**config.mk**
```make
export PLATFORM = sky130hd
export DESIGN_NAME = cpu8008_core
export DESIGN_NICKNAME = d
export VERILOG_FILES = /design/src/common/cpu8008_pkg.sv /design/src/control/cycle_sequencer.sv /design/src/control/instr_decoder.sv /design/src/logic/alu.sv /design/src/logic/cpu8008_core.sv /design/src/logic/program_counter.sv /design/src/logic/reg_file.sv
export SDC_FILE = /design/constraint.sdc
export NUM_CORES = 1
export LEC_CHECK = 0
export ABC_AREA = 1
export BUFFER_PORTS_ARGS = -buffer_cell sky130_fd_sc_hd__buf_4
export CORE_ASPECT_RATIO = 2
export CORE_MARGIN = 2
export CORE_UTILIZATION = 30
export DETAILED_ROUTE_END_ITERATION = 8
export PLACE_DENSITY_LB_ADDON = 0.05
export SLEW_MARGIN = 10
export SYNTH_ARGS = -nofsm -noshare
export SYNTH_HDL_FRONTEND = slang
export SYNTH_SLANG_ARGS = --single-unit
export TNS_END_PERCENT = 5
```
**constraint.sdc**
```tcl
create_clock -name clock -period 4.96 [get_ports clock]
set_clock_uncertainty 0.2 [all_clocks]
set_input_delay 0.248 -clock clock [delete_from_list [all_inputs] [get_ports clock]]
set_output_delay 0.248 -clock clock [all_outputs]
set_load 0.02 [all_outputs]
```
**src/common/cpu8008_pkg.sv**
```systemverilog
`default_nettype none

package cpu8008_pkg;

  // bus byte and program counter widths
  parameter int data_width = 8;
  parameter int pc_width = 14;

  // T-states of one machine cycle
  typedef enum logic [2:0] {
    T1, T2, T3, T4, T5, WAIT, STOPPED
  } state_t;

  typedef enum logic [1:0] {
    CYCLE1, CYCLE2, CYCLE3
  } cycle_t;

  // sent in bits 7:6 of the T2 byte
  // PCC equals the class bits of the OUT opcode sent in T2
  typedef enum logic [1:0] {
    PCI = 2'b00,
    PCR = 2'b10,
    PCC = 2'b01
  } cycle_type_t;

  // first eight follow the instruction's operation field
  typedef enum logic [3:0] {
    OP_ADD, OP_ADC, OP_SUB, OP_SBB, OP_AND, OP_XOR, OP_OR, OP_CMP,
    OP_INC, OP_DEC
  } alu_op_t;

  // internal bus sources
  typedef enum logic [2:0] {
    SRC_INPUT, SRC_REG, SRC_ALU, SRC_PC_LOW, SRC_PC_HIGH, SRC_TMP_B, SRC_ACC, SRC_IR
  } bus_src_t;

  typedef logic [2:0] reg_idx_t;

  // register numbering as on the 8008 with index 7 for memory
  localparam reg_idx_t REG_A = 3'd0;
  localparam reg_idx_t REG_B = 3'd1;
  localparam reg_idx_t REG_C = 3'd2;
  localparam reg_idx_t REG_D = 3'd3;
  localparam reg_idx_t REG_E = 3'd4;
  localparam reg_idx_t REG_H = 3'd5;
  localparam reg_idx_t REG_L = 3'd6;

  // opcode classes in bits 7:6
  localparam logic [1:0] CLS_IMM = 2'b00;
  localparam logic [1:0] CLS_CTRL = 2'b01;
  localparam logic [1:0] CLS_ALU = 2'b10;
  localparam logic [1:0] CLS_MOVE = 2'b11;

  // low field patterns in bits 2:0
  localparam logic [2:0] LOW_INR = 3'b000;
  localparam logic [2:0] LOW_DCR = 3'b001;
  localparam logic [2:0] LOW_ALU_IMM = 3'b100;
  localparam logic [2:0] LOW_LRI = 3'b110;
  localparam logic [2:0] LOW_JMP = 3'b100;

  // the three halt encodings
  localparam logic [7:0] HLT_00 = 8'h00;
  localparam logic [7:0] HLT_01 = 8'h01;
  localparam logic [7:0] HLT_FF = 8'hFF;

  // move view with class, destination and source
  typedef struct packed {
    logic [1:0] cls;
    logic [2:0] ddd;
    logic [2:0] sss;
  } move_view_t;

  // alu view with class, operation and low field
  typedef struct packed {
    logic [1:0] cls;
    logic [2:0] op;
    logic [2:0] low;
  } alu_view_t;

  typedef union packed {
    move_view_t mov;
    alu_view_t alu;
  } instr_u;

endpackage

`default_nettype wire

```
**src/control/cycle_sequencer.sv**
```systemverilog
`timescale 1ns/1ps
`default_nettype none

module cycle_sequencer (
  input  logic                  clock,
  input  logic                  rst,
  input  logic                  ready,
  input  logic                  ends_at_t3,
  input  logic                  last_cycle,
  input  logic                  halt,
  output cpu8008_pkg::state_t   state,
  output cpu8008_pkg::cycle_t   cycle
);
  import cpu8008_pkg::*;

  state_t next_state;
  cycle_t next_cycle;

  always_comb begin
    next_state = state;
    next_cycle = cycle;
    case (state)
      T1: begin
        next_state = T2;
      end
      // memory not ready, stretch in WAIT
      T2, WAIT: begin
        if (ready) begin
          next_state = T3;
        end else begin
          next_state = WAIT;
        end
      end
      T3: begin
        if (halt) begin
          next_state = STOPPED;
        end else if (ends_at_t3) begin
          next_state = T1;
          if (last_cycle) begin
            next_cycle = CYCLE1;
          end else begin
            next_cycle = cycle_t'(cycle + 2'd1);
          end
        end else begin
          next_state = T4;
        end
      end
      T4: begin
        next_state = T5;
      end
      // T5 always closes the instruction
      T5: begin
        next_state = T1;
        next_cycle = CYCLE1;
      end
      // only reset leaves STOPPED
      STOPPED: begin
        next_state = STOPPED;
      end
      default: begin
        next_state = T1;
        next_cycle = CYCLE1;
      end
    endcase
  end

  always_ff @(posedge clock) begin
    if (rst) begin
      state <= T1;
      cycle <= CYCLE1;
    end else begin
      state <= next_state;
      cycle <= next_cycle;
    end
  end

  // decoder never asks for a fourth machine cycle
  no_cycle_past_three: assert property (
    @(posedge clock) disable iff (rst)
      (state == T3 && ends_at_t3 && !last_cycle && !halt) |-> (cycle != CYCLE3)
  );

endmodule

`default_nettype wire

```
**src/control/instr_decoder.sv**
```systemverilog
`timescale 1ns/1ps
`default_nettype none

module instr_decoder (
  input  cpu8008_pkg::instr_u       instr,
  input  cpu8008_pkg::state_t       state,
  input  cpu8008_pkg::cycle_t       cycle,
  output logic                      ends_at_t3,
  output logic                      last_cycle,
  output logic                      halt,
  output cpu8008_pkg::bus_src_t     bus_src,
  output cpu8008_pkg::reg_idx_t     reg_sel,
  output logic                      reg_we,
  output logic                      load_ir,
  output logic                      load_tmp_a,
  output logic                      load_tmp_b,
  output logic                      load_out,
  output logic                      pc_inc,
  output logic                      pc_load_low,
  output logic                      pc_load_high,
  output cpu8008_pkg::cycle_type_t  cycle_type,
  output cpu8008_pkg::alu_op_t      alu_op,
  output logic                      carry_we
);
  import cpu8008_pkg::*;

  logic is_hlt;
  logic is_move;
  logic is_alu_reg;
  logic is_alu_imm;
  logic is_lri;
  logic is_inr;
  logic is_dcr;
  logic is_jmp;
  logic is_out;
  // second cycle of OUT, the PCC cycle
  logic out_cycle;

  // halt first, its encodings overlap INr, DCr and move
  assign is_hlt = (instr == HLT_00) || (instr == HLT_01) || (instr == HLT_FF);
  assign is_move = !is_hlt && instr.alu.cls == CLS_MOVE;
  assign is_alu_reg = instr.alu.cls == CLS_ALU;
  assign is_alu_imm = instr.alu.cls == CLS_IMM && instr.alu.low == LOW_ALU_IMM;
  assign is_lri = instr.alu.cls == CLS_IMM && instr.alu.low == LOW_LRI;
  assign is_inr = !is_hlt && instr.alu.cls == CLS_IMM && instr.alu.low == LOW_INR;
  assign is_dcr = !is_hlt && instr.alu.cls == CLS_IMM && instr.alu.low == LOW_DCR;
  assign is_jmp = instr.alu.cls == CLS_CTRL && instr.alu.low == LOW_JMP;
  // bit 0 set, bits 5:4 nonzero, else it would be INP
  assign is_out = instr.alu.cls == CLS_CTRL && instr.alu.low[0] && instr.alu.op[2:1] != 2'b00;
  assign out_cycle = is_out && cycle == CYCLE2;

  always_comb begin
    ends_at_t3 = 1'b0;
    last_cycle = 1'b0;
    halt = 1'b0;
    bus_src = SRC_INPUT;
    reg_sel = REG_A;
    reg_we = 1'b0;
    load_ir = 1'b0;
    load_tmp_a = 1'b0;
    load_tmp_b = 1'b0;
    load_out = 1'b0;
    pc_inc = 1'b0;
    pc_load_low = 1'b0;
    pc_load_high = 1'b0;
    alu_op = OP_ADD;
    carry_we = 1'b0;
    case (state)
      // low address byte, or A for OUT
      T1: begin
        load_out = 1'b1;
        if (out_cycle) begin
          bus_src = SRC_ACC;
        end else begin
          bus_src = SRC_PC_LOW;
          pc_inc = 1'b1;
        end
      end
      // cycle type and high address, or the OUT opcode
      T2: begin
        load_out = 1'b1;
        if (out_cycle) begin
          bus_src = SRC_IR;
        end else begin
          bus_src = SRC_PC_HIGH;
        end
      end
      // bus defaults to data_in here
      T3: begin
        case (cycle)
          CYCLE1: begin
            load_ir = 1'b1;
            halt = is_hlt;
            ends_at_t3 = is_lri || is_alu_imm || is_out || is_jmp;
          end
          // operand byte or jump low byte
          CYCLE2: begin
            load_tmp_b = !is_out;
            ends_at_t3 = is_out || is_jmp;
            last_cycle = is_out;
          end
          // jump high byte
          default: begin
            load_tmp_a = 1'b1;
          end
        endcase
      end
      T4: begin
        bus_src = SRC_REG;
        load_tmp_b = is_move || is_alu_reg || is_inr || is_dcr;
        if (is_inr || is_dcr) begin
          reg_sel = instr.mov.ddd;
        end else begin
          reg_sel = instr.mov.sss;
        end
        pc_load_high = is_jmp;
      end
      T5: begin
        if (is_move || is_lri) begin
          bus_src = SRC_TMP_B;
          reg_sel = instr.mov.ddd;
          reg_we = 1'b1;
        end else if (is_inr || is_dcr) begin
          bus_src = SRC_ALU;
          alu_op = is_inr ? OP_INC : OP_DEC;
          reg_sel = instr.mov.ddd;
          reg_we = 1'b1;
        end else if (is_alu_reg || is_alu_imm) begin
          bus_src = SRC_ALU;
          alu_op = alu_op_t'({1'b0, instr.alu.op});
          reg_sel = REG_A;
          // compare only sets carry
          reg_we = alu_op != OP_CMP;
          carry_we = 1'b1;
        end else begin
          pc_load_low = is_jmp;
        end
      end
      default: begin
        halt = 1'b0;
      end
    endcase
  end

  always_comb begin
    if (cycle == CYCLE1) begin
      cycle_type = PCI;
    end else if (out_cycle) begin
      cycle_type = PCC;
    end else begin
      cycle_type = PCR;
    end
  end

endmodule

`default_nettype wire

```
**src/logic/alu.sv**
```systemverilog
`timescale 1ns/1ps
`default_nettype none

module alu #(
  parameter int data_width = cpu8008_pkg::data_width
) (
  input  logic                      clock,
  input  logic                      rst,
  input  logic [data_width-1:0]     acc,
  input  logic [data_width-1:0]     operand,
  input  cpu8008_pkg::alu_op_t      op,
  input  logic                      carry_we,
  output logic [data_width-1:0]     result
);
  import cpu8008_pkg::*;

  localparam logic [data_width:0] one = 1;

  logic carry;
  // one bit wider than the byte, top bit is carry or borrow
  logic [data_width:0] wide;
  logic [data_width:0] carry_in;
  logic [data_width:0] acc_ext;
  logic [data_width:0] opd_ext;

  assign carry_in = {{data_width{1'b0}}, carry};
  assign acc_ext = {1'b0, acc};
  assign opd_ext = {1'b0, operand};

  always_comb begin
    case (op)
      OP_ADD: wide = acc_ext + opd_ext;
      OP_ADC: wide = acc_ext + opd_ext + carry_in;
      // borrow lands in the top bit
      OP_SUB, OP_CMP: wide = acc_ext - opd_ext;
      OP_SBB: wide = acc_ext - opd_ext - carry_in;
      // logic ops leave top bit clear so carry clears
      OP_AND: wide = {1'b0, acc & operand};
      OP_XOR: wide = {1'b0, acc ^ operand};
      OP_OR: wide = {1'b0, acc | operand};
      // INr/DCr work on the operand, wrap at FF and 00
      OP_INC: wide = opd_ext + one;
      OP_DEC: wide = opd_ext - one;
      default: wide = acc_ext;
    endcase
  end

  assign result = wide[data_width-1:0];

  // carry flag, written on the edge that ends T5
  always_ff @(posedge clock) begin
    if (rst) begin
      carry <= 1'b0;
    end else if (carry_we) begin
      carry <= wide[data_width];
    end
  end

  // INr and DCr must keep carry intact
  carry_kept_on_inc_dec: assert property (
    @(posedge clock) disable iff (rst) carry_we |-> !(op inside {OP_INC, OP_DEC})
  );

endmodule

`default_nettype wire

```
**src/logic/cpu8008_core.sv**
```systemverilog
`timescale 1ns/1ps
`default_nettype none

module cpu8008_core #(
  parameter int data_width = cpu8008_pkg::data_width,
  parameter int pc_width = cpu8008_pkg::pc_width
) (
  input  logic                    clock,
  input  logic                    rst,
  input  logic                    ready,
  input  logic [data_width-1:0]   data_in,
  output logic [data_width-1:0]   data_out,
  output logic                    sync,
  output cpu8008_pkg::state_t     state
);
  import cpu8008_pkg::*;

  cycle_t cycle;
  logic ends_at_t3;
  logic last_cycle;
  logic halt;
  bus_src_t bus_src;
  reg_idx_t reg_sel;
  logic reg_we;
  logic load_ir;
  logic load_tmp_a;
  logic load_tmp_b;
  logic load_out;
  logic pc_inc;
  logic pc_load_low;
  logic pc_load_high;
  cycle_type_t cycle_type;
  alu_op_t alu_op;
  logic carry_we;

  logic [data_width-1:0] bus;
  logic [data_width-1:0] ir;
  logic [data_width-1:0] tmp_a;
  logic [data_width-1:0] tmp_b;
  logic [data_width-1:0] reg_rdata;
  logic [data_width-1:0] acc;
  logic [data_width-1:0] alu_result;
  logic [data_width-1:0] pc_low;
  logic [data_width-1:0] pc_high;
  logic [data_width-1:0] pc_load_data;
  instr_u dec_instr;

  // internal bus, one source at a time
  always_comb begin
    case (bus_src)
      SRC_INPUT: bus = data_in;
      SRC_REG: bus = reg_rdata;
      SRC_ALU: bus = alu_result;
      SRC_PC_LOW: bus = pc_low;
      SRC_PC_HIGH: bus = pc_high;
      SRC_TMP_B: bus = tmp_b;
      SRC_ACC: bus = acc;
      default: bus = ir;
    endcase
  end

  // fetch T3 decodes the incoming byte before IR holds it
  assign dec_instr = load_ir ? data_in : ir;
  // jump target comes straight from the temporaries
  assign pc_load_data = pc_load_high ? tmp_a : tmp_b;
  assign sync = (state == T1);

  // data_out captured at the end of T1 and T2
  always_ff @(posedge clock) begin
    if (rst) begin
      ir <= '0;
      data_out <= '0;
    end else begin
      if (load_ir) begin
        ir <= bus;
      end
      if (load_out) begin
        data_out <= bus;
      end
    end
  end

  always_ff @(posedge clock) begin
    if (load_tmp_a) begin
      tmp_a <= bus;
    end
    if (load_tmp_b) begin
      tmp_b <= bus;
    end
  end

  cycle_sequencer cycle_sequencer_inst (
    .clock, .rst, .ready, .ends_at_t3, .last_cycle, .halt, .state, .cycle
  );

  instr_decoder instr_decoder_inst (
    .instr(dec_instr), .state, .cycle, .ends_at_t3, .last_cycle, .halt,
    .bus_src, .reg_sel, .reg_we, .load_ir, .load_tmp_a, .load_tmp_b, .load_out,
    .pc_inc, .pc_load_low, .pc_load_high, .cycle_type, .alu_op, .carry_we
  );

  // B temporary is always the second alu operand
  alu #(.data_width(data_width)) alu_inst (
    .clock, .rst, .acc, .operand(tmp_b), .op(alu_op), .carry_we, .result(alu_result)
  );

  reg_file #(.data_width(data_width)) reg_file_inst (
    .clock, .sel(reg_sel), .we(reg_we), .wdata(bus), .rdata(reg_rdata), .acc
  );

  program_counter #(.data_width(data_width), .pc_width(pc_width)) program_counter_inst (
    .clock, .rst, .inc(pc_inc), .load_low(pc_load_low), .load_high(pc_load_high),
    .load_data(pc_load_data), .cycle_type, .low_byte(pc_low), .high_byte(pc_high)
  );

endmodule

`default_nettype wire

```
**src/logic/program_counter.sv**
```systemverilog
`timescale 1ns/1ps
`default_nettype none

module program_counter #(
  parameter int data_width = cpu8008_pkg::data_width,
  parameter int pc_width = cpu8008_pkg::pc_width
) (
  input  logic                        clock,
  input  logic                        rst,
  input  logic                        inc,
  input  logic                        load_low,
  input  logic                        load_high,
  input  logic [data_width-1:0]       load_data,
  input  cpu8008_pkg::cycle_type_t    cycle_type,
  output logic [data_width-1:0]       low_byte,
  output logic [data_width-1:0]       high_byte
);

  logic [pc_width-1:0] pc;
  // upper address bits as they were before the T1 increment
  logic [pc_width-data_width-1:0] addr_high;

  always_ff @(posedge clock) begin
    if (rst) begin
      pc <= '0;
      addr_high <= '0;
    end else begin
      // jump target arrives high byte first (T4), then low (T5)
      if (load_low) begin
        pc[data_width-1:0] <= load_data;
      end else if (load_high) begin
        pc[pc_width-1:data_width] <= load_data[pc_width-data_width-1:0];
      end else if (inc) begin
        pc <= pc + 1'b1;
        // keep T2 on the same page as the T1 byte
        addr_high <= pc[pc_width-1:data_width];
      end
    end
  end

  assign low_byte = pc[data_width-1:0];
  // cycle type rides on top of the address
  assign high_byte = {cycle_type, addr_high};

endmodule

`default_nettype wire

```
**src/logic/reg_file.sv**
```systemverilog
`timescale 1ns/1ps
`default_nettype none

module reg_file #(
  parameter int data_width = cpu8008_pkg::data_width
) (
  input  logic                    clock,
  input  cpu8008_pkg::reg_idx_t   sel,
  input  logic                    we,
  input  logic [data_width-1:0]   wdata,
  output logic [data_width-1:0]   rdata,
  output logic [data_width-1:0]   acc
);
  import cpu8008_pkg::*;

  // A, B, C, D, E, H, L
  localparam int num_regs = 7;

  logic [data_width-1:0] regs [num_regs];

  always_ff @(posedge clock) begin
    if (we) begin
      regs[sel] <= wdata;
    end
  end

  // index 7 would be memory, read back as zero
  assign rdata = (sel < num_regs) ? regs[sel] : '0;
  // accumulator always feeds the alu
  assign acc = regs[REG_A];

  // memory operand forms are not decoded, so no write may reach index 7
  no_memory_write: assert property (@(posedge clock) we |-> (sel < num_regs));

endmodule

`default_nettype wire

```
==> impl_metrics.ini <==
[sta]
setup-tns-final_ps = 0
finalMaxSlewViolations = 0
max_slew_margin = 0.402
fin_crit_ps = 4640
rsz0062_at_grt = false
fin_crit_sh = 0.935
setup_viol = 0
worst_pin_slew_ps = 896
final-hold-violation-count = 0
max_freq_ghz = 0.216

[pwr]
peakVddDrop_uv = 269
p_int_mw = 2.25
pwr-share-clk = 0.368
p_comb_frac = 0.278
fin_total_pwr_mw = 3.46
pwr-share-seq = 0.354
p_leak_nw = 4.02
p_per_area_nw_per_um2 = 375
p_sw_mw = 1.21
switching_share = 0.350

[setup_path]
arrival_ps = 4580
slowest_stage = dfxtp_1
max_stage_delay_ps = 310
crit_type = register to register
crit_fanout = 14
critical-path-top-delay-family = simple AND/OR/NAND/NOR gates
startpoint_type = register
end_kind = register
path_buf_inv = 4
crit_top_cell = nand2_1
required_ps = 4900

[clock_tree]
cts_sinks = 114
cts_root_buffer = clkbuf_16
insertion_delay_ps = 440
cts_tree = built
clk_path_buf_depth = 2
path_clk_slew_ps = 60
cts_htree_levels = 4
numCtsBuffers = 17

[route]
via_count = 7211
top_layer = met4
ant_nets = 0
wire_per_inst_um = 21.3
drt-total-wl_um = 30600
drc = 0
dr.pass1.iters = 5
post_drt_via_cell_ratio = 5.01
drtIter0Drc = 440
wl_met3_um = 697
drt-met1-wl_um = 11100
dr_wl_met2_um = 16900

[placed_design]
place_inst = 1401
placed_cell_area_sq_um = 8530
hpwl_um = 24400
gp_congestion = 0.904
io_buffers = 22

[global_routing]
track_usage = 0.223
antenna_found_initial = 0
grt-ovfl-total = 0
grt_max_degree = 29
grt_pass1_vias = 7290
grt_pass1_wl_um = 45600

[synthesis]
yosys.area_share.adder = 0.0671
async_flop_share = 0
synth-edff-count = 72
synthSimpleGateAreaFrac = 0.340
netlist_instances = 1050
synth_xor_area_frac = 0.0362
synth_mux_area_frac = 0
netlist_area_sq_um = 7990
ys.flop_type = edfxtp_1
syn_area_per_cell_sq_um = 7.60
synth_area_leaders = edfxtp_1, nand2_1, dfxtp_1
synth_top_family_by_area = simple AND/OR/NAND/NOR gates
synth_seq_cells = 114
netlist.area_leader.share = 0.271
synth_fp_nets = 1102
yosysSeqAreaShare = 0.376
synth-compound-area-share = 0.0887
yosysUniqueCellTypes = 44
ys_warn_count = 0
yosys.area.top_type = edfxtp_1

[floorplan]
die_y_um = 235
initial_utilization = 0.304
die-width_um = 119
rows = 84
core_area_sq_um = 26300
dieArea_sq_um = 28000
pin_count = 23

[cells_and_area]
finalInstanceArea_sq_um = 9210
layout_commonest_cell = nand2_1
final_layout_size_suffix_gt1_frac = 0.128
instances_no_fill = 1438
postLayoutCoreUtil = 0.350
antenna_cells = 0
syn_to_final_growth_pct = 15.3
final_cell_mix = nand2_1, inv_1, nand3_1, nor2_1, edfxtp_1
fillCellCount = 2864
fin_nets = 1133

[run_status]
status = completed

[worst_hold_path]
min_path_type = input pin to register

[job]
drv_cap = 0
layer usage:
layer  vias to the layer above  global-route usage
met5                         -                   0
met4                         0               0.143
li1                       3563                   -
met3                        70              0.0252
met2                       134               0.423
met1                      3444               0.224
worst min-delay path, delay by kind of cell:
kind | cells | cell delay [ps]
AND/OR/NAND/NOR | 3 | 280
buffers and inverters | 1 | 110
cell usage after synthesis, types with 6 or more instances:
| cell | number |
|---|---|
| clkbuf_1 | 12 |
| edfxtp_1 | 72 |
| dfxtp_1 | 42 |
| buf_2 | 13 |
| nand2_4 | 6 |
| xor2_1 | 27 |
| or2_2 | 6 |
| nand3b_1 | 13 |
| buf_6 | 6 |
| o22ai_1 | 6 |
| nand2_1 | 240 |
| a31oi_1 | 10 |
| nand4_1 | 36 |
| nor3_1 | 15 |
| xnor2_1 | 6 |
| inv_1 | 133 |
| ha_1 | 38 |
| o21ai_0 | 56 |
| nand2_2 | 16 |
| nor2_1 | 87 |
| a21oi_1 | 30 |
| inv_2 | 7 |
| nand3_1 | 114 |
metrics by stage:
stage,setup slack [ps],hold slack [ps]
2_1_floorplan,237,256
3_3_place_gp,311,272
3_5_place_dp,218,285
4_1_cts,174,38.3
5_1_grt,8.68,96.1
6_report,323,39.8
power by group through the flow:
stage	Sequential (mW)	Clock, mW	Combinational (mW)
6_report	1.22	1.27	0.960
5_1_grt	1.23	1.32	1.06
4_1_cts	1.22	1.29	0.964
3_5_place_dp	1.24	0	0.959
3_3_place_gp	1.25	0	0.960
2_1_floorplan	1.25	0	0.595
state kept, by name, summed over array words and instances, names as in the netlist:
register	flops
tmp_a	8
cycle_sequencer_inst.state	3
alu_inst.carry	1
ir	8
program_counter_inst.addr_high	6
reg_file_inst.regs	56
tmp_b	8
data_out	8
cycle_sequencer_inst.cycle	2
program_counter_inst.pc	14
logic make-up after synthesis:
group                      count (synthesis)
and+or+nand+nor                          561
buffers and inverters                    176
AOI/OAI and AO/OA                        125
DFF                                      114
adders and majority gates                 41
xor gates and xnor gates                  33
what timing repair did:
item / in CTS / in global routing
setup buffers: 0 / 3
hold buffers: 2 / 0
hold endpoints to repair: 17 / 0
gates resized for setup: 0 / 5
setup endpoints to repair: 0 / 43
final cells by class:
type | count | area (sq um) | share of cell area
Clock buffer | 25 | 508 | 0.0552
Clock inverter | 7 | 97.6 | 0.0106
Inverter | 141 | 529 | 0.0575
Multi-Input combinational cell | 760 | 4280 | 0.465
Sequential cell | 114 | 3000 | 0.326
Tap cell | 344 | 430 | 0.0468
Timing Repair Buffer | 47 | 358 | 0.0389
worst paths after layout:
check	startpoint	slack, ps	depth (start not counted)	to
setup / recovery	cycle_sequencer_inst.cycle[0]	320	29	tmp_b[7]
hold / removal	data_in[7]	40	4	ir[7]
setup reg to reg	cycle_sequencer_inst.cycle[0]	320	29	tmp_b[7]
hold reg to reg	program_counter_inst.pc[13]	300	2	program_counter_inst.addr_high[5]
Note: power is estimated with default switching activity, not from simulation.
